### src/debug_display_pkg.sv
//==========================================================
// Shared widths, page numbering and seven-segment font for
// the debug display datapath
//==========================================================
`default_nettype none

package debug_display_pkg;

    localparam int PAGE_WIDTH  = 128;
    // Three pages per query or subject block
    localparam int BLOCK_WIDTH = 384;

    // Pages 0 to 12 are mapped, the rest read as zero
    typedef logic [3:0] page_sel_t;

    typedef struct packed {
        logic [BLOCK_WIDTH-1:0] query_data;
        logic [BLOCK_WIDTH-1:0] subject_data;
        logic [87:0]            misc_debug;
        logic [BLOCK_WIDTH-1:0] query_debug;
        logic [BLOCK_WIDTH-1:0] subject_debug;
    } debug_src_t;

    // Segment order gfedcba, active low
    typedef logic [6:0] seg_t;

    localparam seg_t SEG_FONT [0:15] = '{
        7'b1000000, 7'b1111001, 7'b0100100, 7'b0110000,
        7'b0011001, 7'b0010010, 7'b0000010, 7'b1111000,
        7'b0000000, 7'b0011000, 7'b0001000, 7'b0000011,
        7'b1000110, 7'b0100001, 7'b0000110, 7'b0001110
    };

endpackage

`default_nettype wire

### src/lcd_pkg.sv
//==========================================================
// Character LCD bus, screen text and HD44780 commands
//==========================================================
`default_nettype none

package lcd_pkg;

    // Pins of the 2x16 character module
    typedef struct packed {
        logic [7:0] data;
        logic       rs;
        logic       rw;
        logic       en;
        logic       on;
    } lcd_bus_t;

    // Index 0 is the top-left character, 16 starts line 2
    typedef logic [31:0][7:0] lcd_text_t;

    //==========================================================
    // HD44780 instruction bytes
    //==========================================================
    // 8-bit bus, two lines, 5x8 dots
    localparam logic [7:0] CMD_FUNCTION_SET = 8'h38;
    // Display on, cursor and blink off
    localparam logic [7:0] CMD_DISPLAY_ON   = 8'h0C;
    localparam logic [7:0] CMD_CLEAR        = 8'h01;
    // Increment address, no shift
    localparam logic [7:0] CMD_ENTRY_MODE   = 8'h06;
    // DDRAM address of each line start
    localparam logic [7:0] CMD_LINE1        = 8'h80;
    localparam logic [7:0] CMD_LINE2        = 8'hC0;

endpackage

`default_nettype wire

### src/reset_delay.sv
//==========================================================
// Stretches the LCD reset past system reset or a write_lcd
// pulse so the controller restarts its init sequence
//==========================================================
`timescale 1ns/1ps
`default_nettype none

module reset_delay #(
    parameter int RESET_DELAY_CYCLES = 1000
) (
    input  wire logic clock_50,
    input  wire logic reset,
    input  wire logic write_lcd,
    output logic      lcd_reset
);

    localparam int CNT_W = $clog2(RESET_DELAY_CYCLES + 1);

    logic [CNT_W-1:0] count;

    // Reload on either event, then count up and hold at the limit
    always_ff @(posedge clock_50) begin
        if (reset || write_lcd) begin
            count <= '0;
        end else if (count != CNT_W'(RESET_DELAY_CYCLES)) begin
            count <= count + 1'b1;
        end
    end

    assign lcd_reset = (count != CNT_W'(RESET_DELAY_CYCLES));

endmodule

`default_nettype wire

### src/page_select.sv
//==========================================================
// Registered page mux that picks one 128-bit debug page
// for the LCD from the switch field
//==========================================================
`timescale 1ns/1ps
`default_nettype none

module page_select (
    input  wire logic                                   clock_50,
    input  wire logic                                   reset,
    input  wire debug_display_pkg::page_sel_t           sel,
    input  wire debug_display_pkg::debug_src_t          debug,
    output logic [debug_display_pkg::PAGE_WIDTH-1:0]    page
);

    localparam int PW = debug_display_pkg::PAGE_WIDTH;

    logic [PW-1:0] page_next;

    // Three pages per block, lowest bits first
    always_comb begin
        case (sel)
            4'd0:    page_next = debug.query_data[0*PW +: PW];
            4'd1:    page_next = debug.query_data[1*PW +: PW];
            4'd2:    page_next = debug.query_data[2*PW +: PW];
            4'd3:    page_next = debug.subject_data[0*PW +: PW];
            4'd4:    page_next = debug.subject_data[1*PW +: PW];
            4'd5:    page_next = debug.subject_data[2*PW +: PW];
            // Misc word is narrower than a page
            4'd6:    page_next = PW'(debug.misc_debug);
            4'd7:    page_next = debug.query_debug[0*PW +: PW];
            4'd8:    page_next = debug.query_debug[1*PW +: PW];
            4'd9:    page_next = debug.query_debug[2*PW +: PW];
            4'd10:   page_next = debug.subject_debug[0*PW +: PW];
            4'd11:   page_next = debug.subject_debug[1*PW +: PW];
            4'd12:   page_next = debug.subject_debug[2*PW +: PW];
            default: page_next = '0;
        endcase
    end

    always_ff @(posedge clock_50) begin
        if (reset) begin
            page <= '0;
        end else begin
            page <= page_next;
        end
    end

endmodule

`default_nettype wire

### src/hex_ascii_encoder.sv
//==========================================================
// Converts a debug page into 32 ASCII hex characters with
// the most significant nibble at the top left
//==========================================================
`timescale 1ns/1ps
`default_nettype none

module hex_ascii_encoder (
    input  wire logic [debug_display_pkg::PAGE_WIDTH-1:0] page,
    output lcd_pkg::lcd_text_t                           text
);

    localparam int NIBBLES = debug_display_pkg::PAGE_WIDTH / 4;

    // 0-9 map to '0'-'9', A-F to 'A'-'F'
    function automatic logic [7:0] nibble_to_ascii(input logic [3:0] nib);
        if (nib < 4'd10) begin
            return {4'h3, nib};
        end
        return 8'h37 + {4'h0, nib};
    endfunction

    // Character k takes nibble NIBBLES-1-k
    always_comb begin
        for (int k = 0; k < NIBBLES; k++) begin
            text[k] = nibble_to_ascii(page[4*(NIBBLES-1-k) +: 4]);
        end
    end

endmodule

`default_nettype wire

### src/seven_seg_bank.sv
//==========================================================
// Eight-digit hex display of the subject ID or length,
// chosen by one switch
//==========================================================
`timescale 1ns/1ps
`default_nettype none

module seven_seg_bank (
    input  wire logic                          clock_50,
    input  wire logic                          reset,
    input  wire logic                          show_id,
    input  wire logic [31:0]                   subject_id,
    input  wire logic [31:0]                   subject_length,
    output debug_display_pkg::seg_t [7:0]      hex
);

    logic [31:0] word;

    assign word = show_id ? subject_id : subject_length;

    //==========================================================
    // Font lookup, one digit per nibble
    //==========================================================
    always_ff @(posedge clock_50) begin
        if (reset) begin
            // All segments off
            hex <= '1;
        end else begin
            for (int k = 0; k < 8; k++) begin
                hex[k] <= debug_display_pkg::SEG_FONT[word[4*k +: 4]];
            end
        end
    end

endmodule

`default_nettype wire

### src/status_leds.sv
//==========================================================
// Status word on the red and green LEDs plus a heartbeat
// blink on the last green LED
//==========================================================
`timescale 1ns/1ps
`default_nettype none

module status_leds #(
    parameter int HEARTBEAT_HALF = 25_000_000
) (
    input  wire logic        clock_50,
    input  wire logic        reset,
    input  wire logic [25:0] status,
    output logic      [17:0] ledr,
    output logic      [8:0]  ledg
);

    localparam int CNT_W = $clog2(HEARTBEAT_HALF + 1);

    logic [CNT_W-1:0] beat_count;
    logic             beat;
    logic [7:0]       status_low;

    // Upper 18 bits red, lower 8 bits green
    always_ff @(posedge clock_50) begin
        ledr       <= status[25:8];
        status_low <= status[7:0];
    end

    // Toggle once per half period
    always_ff @(posedge clock_50) begin
        if (reset) begin
            beat_count <= '0;
            beat       <= 1'b0;
        end else if (beat_count == CNT_W'(HEARTBEAT_HALF - 1)) begin
            beat_count <= '0;
            beat       <= ~beat;
        end else begin
            beat_count <= beat_count + 1'b1;
        end
    end

    assign ledg = {beat, status_low};

endmodule

`default_nettype wire

### src/lcd_controller.sv
//==========================================================
// HD44780 controller: sends the init commands once, then
// rewrites both text lines in an endless loop
//==========================================================
`timescale 1ns/1ps
`default_nettype none

module lcd_controller #(
    parameter int EN_CYCLES  = 12,
    parameter int GAP_CYCLES = 2000
) (
    input  wire logic               clock_50,
    input  wire logic               lcd_reset,
    input  wire lcd_pkg::lcd_text_t text,
    output lcd_pkg::lcd_bus_t       lcd
);

    localparam int TOTAL   = EN_CYCLES + GAP_CYCLES;
    localparam int TIMER_W = $clog2(TOTAL);

    typedef enum logic [1:0] {
        PH_INIT,
        PH_LINE1,
        PH_LINE2,
        PH_HOME
    } phase_t;

    phase_t             phase;
    logic [4:0]         idx;
    logic [TIMER_W-1:0] timer;
    logic [7:0]         next_byte;
    logic               next_rs;
    logic [7:0]         data_q;
    logic               rs_q;
    logic               en_q;

    //==========================================================
    // Byte for the transfer about to start
    //==========================================================
    always_comb begin
        next_byte = lcd_pkg::CMD_LINE1;
        next_rs   = 1'b0;
        case (phase)
            PH_INIT: begin
                case (idx[1:0])
                    2'd0:    next_byte = lcd_pkg::CMD_FUNCTION_SET;
                    2'd1:    next_byte = lcd_pkg::CMD_DISPLAY_ON;
                    2'd2:    next_byte = lcd_pkg::CMD_CLEAR;
                    default: next_byte = lcd_pkg::CMD_ENTRY_MODE;
                endcase
            end
            PH_LINE1: begin
                // Last slot of line 1 moves the cursor down
                if (idx == 5'd16) begin
                    next_byte = lcd_pkg::CMD_LINE2;
                end else begin
                    next_byte = text[{1'b0, idx[3:0]}];
                    next_rs   = 1'b1;
                end
            end
            PH_LINE2: begin
                next_byte = text[{1'b1, idx[3:0]}];
                next_rs   = 1'b1;
            end
            default: next_byte = lcd_pkg::CMD_LINE1;
        endcase
    end

    //==========================================================
    // Transfer timing and sequencing
    //==========================================================
    always_ff @(posedge clock_50) begin
        if (lcd_reset) begin
            phase  <= PH_INIT;
            idx    <= '0;
            timer  <= '0;
            data_q <= '0;
            rs_q   <= 1'b0;
            en_q   <= 1'b0;
        end else begin
            // Text is sampled here, at the start of the transfer
            if (timer == '0) begin
                data_q <= next_byte;
                rs_q   <= next_rs;
                en_q   <= 1'b1;
            end
            // Falling edge latches the byte in the LCD
            if (timer == TIMER_W'(EN_CYCLES)) begin
                en_q <= 1'b0;
            end
            if (timer == TIMER_W'(TOTAL - 1)) begin
                timer <= '0;
                idx   <= idx + 1'b1;
                case (phase)
                    PH_INIT: if (idx == 5'd3) begin
                        phase <= PH_LINE1;
                        idx   <= '0;
                    end
                    PH_LINE1: if (idx == 5'd16) begin
                        phase <= PH_LINE2;
                        idx   <= '0;
                    end
                    PH_LINE2: if (idx == 5'd15) begin
                        phase <= PH_HOME;
                        idx   <= '0;
                    end
                    default: begin
                        phase <= PH_LINE1;
                        idx   <= '0;
                    end
                endcase
            end else begin
                timer <= timer + 1'b1;
            end
        end
    end

    // Write-only bus, backlight always on
    assign lcd = {data_q, rs_q, 1'b0, en_q, 1'b1};

endmodule

`default_nettype wire

### src/debug_display_top.sv
//==========================================================
// Board top for the debug display: LCD page viewer, hex
// digits and status LEDs
//==========================================================
`timescale 1ns/1ps
`default_nettype none

module debug_display_top #(
    parameter int RESET_DELAY_CYCLES = 1000,
    parameter int EN_CYCLES          = 12,
    parameter int GAP_CYCLES         = 2000,
    parameter int HEARTBEAT_HALF     = 25_000_000
) (
    input  wire logic                          clock_50,
    input  wire logic                          reset,
    input  wire logic [17:0]                   sw,
    input  wire debug_display_pkg::debug_src_t debug,
    input  wire logic [31:0]                   subject_id,
    input  wire logic [31:0]                   subject_length,
    input  wire logic [25:0]                   status,
    input  wire logic                          write_lcd,
    output debug_display_pkg::seg_t [7:0]      hex,
    output logic [17:0]                        ledr,
    output logic [8:0]                         ledg,
    output lcd_pkg::lcd_bus_t                  lcd
);

    logic [debug_display_pkg::PAGE_WIDTH-1:0] page;
    lcd_pkg::lcd_text_t                       text;
    logic                                     lcd_reset;

    //==========================================================
    // LCD path
    //==========================================================
    reset_delay #(.RESET_DELAY_CYCLES(RESET_DELAY_CYCLES)) reset_delay_i (
        .clock_50  (clock_50),
        .reset     (reset),
        .write_lcd (write_lcd),
        .lcd_reset (lcd_reset)
    );

    // Switches 17:14 pick the page
    page_select page_select_i (
        .clock_50 (clock_50),
        .reset    (reset),
        .sel      (sw[17:14]),
        .debug    (debug),
        .page     (page)
    );

    hex_ascii_encoder hex_ascii_encoder_i (
        .page (page),
        .text (text)
    );

    lcd_controller #(
        .EN_CYCLES  (EN_CYCLES),
        .GAP_CYCLES (GAP_CYCLES)
    ) lcd_controller_i (
        .clock_50  (clock_50),
        .lcd_reset (lcd_reset),
        .text      (text),
        .lcd       (lcd)
    );

    //==========================================================
    // Digits and LEDs
    //==========================================================
    seven_seg_bank seven_seg_bank_i (
        .clock_50       (clock_50),
        .reset          (reset),
        .show_id        (sw[10]),
        .subject_id     (subject_id),
        .subject_length (subject_length),
        .hex            (hex)
    );

    status_leds #(.HEARTBEAT_HALF(HEARTBEAT_HALF)) status_leds_i (
        .clock_50 (clock_50),
        .reset    (reset),
        .status   (status),
        .ledr     (ledr),
        .ledg     (ledg)
    );

endmodule

`default_nettype wire

### config.mk
export PLATFORM = sky130hd
export DESIGN_NAME = debug_display_top
export DESIGN_NICKNAME = d
export VERILOG_FILES = /design/src/debug_display_pkg.sv /design/src/lcd_pkg.sv /design/src/reset_delay.sv /design/src/page_select.sv /design/src/hex_ascii_encoder.sv /design/src/seven_seg_bank.sv /design/src/status_leds.sv /design/src/lcd_controller.sv /design/src/debug_display_top.sv
export SDC_FILE = /design/constraint.sdc
export NUM_CORES = 1
export LEC_CHECK = 0
export BUFFER_PORTS_ARGS = -buffer_cell sky130_fd_sc_hd__buf_2
export CAP_MARGIN = 20
export CORE_AREA = 2 2 710 712
export DETAILED_ROUTE_END_ITERATION = 7
export DIE_AREA = 0 0 712 714
export PLACE_DENSITY_LB_ADDON = 0.05
export REMOVE_ABC_BUFFERS = 1
export SETUP_SLACK_MARGIN = 0.15
export SYNTH_ARGS = -nofsm -noshare
export SYNTH_HDL_FRONTEND = slang
export SYNTH_SLANG_ARGS = --single-unit
export TNS_END_PERCENT = 20
### constraint.sdc
create_clock -name clock_50 -period 3.1 [get_ports clock_50]
set_input_delay 0.31 -clock clock_50 [delete_from_list [all_inputs] [get_ports clock_50]]
set_output_delay 0.31 -clock clock_50 [all_outputs]
set_load 0.03 [all_outputs]
==> impl_metrics.csv <==
group,metric,value,unit
floorplanning,fp.dieH,714,um
synthesis,syn_area,0.0224,mm^2
finish,nFillCells,59100,
floorplanning,ioPinCount,1830,
floorplanning,row_count,260,
route,drt-vias-per-instance,3.05,
finish,multi_input_area,0.0154,mm^2
finish,synthToLayoutAreaGrowth,109,%
worst_setup_path,startpoint_type,"input pin",
timing,timing.final.crit_share,96.4,%
finish,seq_area,0.00549,mm^2
synthesis,postSynthCellCount,2733,
finish,fin_util,9.36,%
timing,skew,0.0308,ns
finish,postLayoutCellArea,0.0468,mm^2
route,ant_nets,0,
global_route,grt_pass1_wl,446000,um
worst_setup_path,cp-end-kind,"register",
timing,setup_ws,0.111,ns
clock_network,clockBufferDepth,3,
power_and_ir_drop,powerDensity,330,mW/mm^2
clock_network,postCtsSetupRepairBufs,0,
timing,maxSlewHeadroom,38.2,%
worst_setup_path,critical_path_class,"input pin to register",
synthesis,ys_dominant_reg_cell,"dfxtp_1",
floorplanning,start_util,4.48,%
floorplanning,core-area,0.500,mm^2
clock_network,clock_latency,0.73,ns
floorplanning,dieArea,0.508,mm^2
synthesis,syn_avg_cell_area,8.20,um^2
timing,finalSetupViolations,0,
synthesis,synth_area_leader_cell,"dfxtp_1",
synthesis,async_flop_share,0,%
power_and_ir_drop,ir_drop,0.000500,V
worst_setup_path,cp.required,3.74,ns
global_route,grt_pass1_vias,37800,
place,dpl.hpwl,315000,um
worst_hold_path,hold_class,"input pin to register",
synthesis,synth_edf_count,0,
route,drt_iter0_markers,2349,
global_route,antenna_found_initial,375,
timing,fmax,335,MHz
timing,period_minus_slack,2.99,ns
route,avgRoutedWirePerCell,30.6,um
clock_network,cts_tree,"yes",
place,pre_cts_slack,-0.510,ns
clock_network,clk_pin_slew_worst_paths,0.06,ns
job,drv_cap,0,
timing,slew_violations,0,
timing,hold_viol,0,
synthesis,synth-seq-cells,274,
synthesis,ys_top_cells_by_area,"dfxtp_1 24%, a221oi_1 12%, a22o_1 8.2%",
clock_network,htree_levels,2,
clock_network,cts-root-buf,"clkbuf_16",
global_route,grt_usage,13.6,%
worst_setup_path,crit_fanout,21,
route,drt_first_pass_iters,8,
place,gp_congestion,0.853,
power_and_ir_drop,p_leak,18.2,nW
clock_network,clock-sinks,274,
synthesis,yosys-top-cells-count,"299 x a221oi_1, 274 x dfxtp_1, 228 x nand2_1",
worst_setup_path,arrival,3.63,ns
route,finalWirelength,360000,um
clock_network,numCtsBuffers,53,
synthesis,yosysUniqueCellTypes,74,
global_route,grt_max_degree,48,
route,drc,0,
route,via_count,36000,
place,io_buffer_count,1814,
timing,rsz0062_at_grt,"yes",
finish,final_nets,6769,
run_status,status,"finished clean",
finish,drive_above_1_share,46.7,%
synthesis,synth.most_common_cell,"a221oi_1",
synthesis,yosysTopAreaCellShare,24.5,%
timing,worstMarginPinSlew,0.903,ns
synthesis,yosysWarnings,0,
floorplanning,die_x,712,um
place,place_area,0.0422,mm^2
synthesis,yosysSeqAreaShare,24.5,%
global_route,gr-total-overflow,0,
cell families (layout without fill, tap and decap cells):
family	Yosys count	count (layout)	share of synthesized area (%)
AO/OA/AOI/OAI	1304	1304	44.6
adder cells (fa/ha/maj)	88	88	4.91
AND/OR/NAND/NOR	539	539	11.5
multiplexers	86	86	4.71
buffers and inverters	371	2625	7.12
flip-flops	274	274	24.5
XOR/XNOR	69	69	2.70
other	2	110	0.0335
sequential cells by signal, summed over array words and instances, names as in the netlist, 2 cells and up:
signal                    count
status_leds_i.beat_count     25
lcd_controller_i.idx          5
status_leds_i.ledr           18
lcd_controller_i.phase        2
lcd_controller_i.data_q       8
status_leds_i.status_low      8
page_select_i.page          128
seven_seg_bank_i.hex         56
reset_delay_i.count          10
lcd_controller_i.timer       11
cell usage in the layout, fill, tap and decap left out, drive strengths merged, types with 19 or more instances in the layout:
master and instances:
o221ai 23, ha 88, mux2i 48, xor2 25, buf 2163, a21oi 116
inv 128, xnor2 44, nor2 128, a22o 211, nand3 38, clkbuf 73
mux2 25, o22ai 19, nand2 228, a22oi 176, a222oi 88, dlygate4sd3 240
nor3 34, diode 108, a211oi 53, a221oi 299, o21ai 92, a31oi 165
dfxtp 274
routing by layer:
layer  GRT usage (%)  part of all wire [%]  vias to the layer above
met4            2.85                   2.9                      184
met5               0                  0.32                        -
met1            15.0                    38                    17600
met2            25.5                    52                     1678
met3            3.93                   6.8                      709
li1                -                     -                    15800
path summary, 6_finish.rpt:
kind / depth (start not counted) / end / slack [ns] / start
hold / removal: 3 / page_select_i.page[26] / 0.04 / debug[1266]
setup reg to reg: 9 / lcd_controller_i.data_q[1] / 0.32 / page_select_i.page[29]
hold reg to reg: 2 / lcd_controller_i.rs_q / 0.45 / lcd_controller_i.rs_q
setup / recovery: 10 / page_select_i.page[123] / 0.11 / sw[17]
report_power, final:
group	internal, mW	switching [mW]	leakage, nW
clock	4.13	2.62	0.935
sequential	3.77	0.321	2.26
combinational	2.04	2.57	15.0
total	9.93	5.51	18.2
critical path: stages:
cell and delay (ns):
buf_2 0.15, nand2b_1 0.32, nor2_4 0.64, buf_12 0.28
buf_12 0.23, a22o_1 0.16, a221oi_1 0.05, dlygate4sd3_1 0.59
a31oi_1 0.17, dlygate4sd3_1 0.57
through the flow:
step	hold slack (ns)	std cells	total power, mW	TNS (ns)
floorplan	0.338	2488	5.52	-955.31
global placement	0.414	11300	8.70	-2.29
detailed placement	0.414	11300	8.66	-0.956
CTS	0.00143	11700	16.2	0
global route	0.0163	11700	16.5	0
finish	0.0411	11800	15.4	0
what timing repair did:
item,in CTS,in global routing
endpoints found under the setup margin,0,4
hold endpoints to repair,106,0
hold buffers,240,0
resized for setup,0,1
final cells by class:
class,count,area share (%)
sequential,274,11.7
antenna,108,0.577
inverter,126,1.01
clock buffer,73,3.32
clock inverter,23,0.732
multi-input combinational,2088,33.0
tap,6681,17.9
timing repair buffer,2403,31.8
Power figures use the tool's default switching activity.
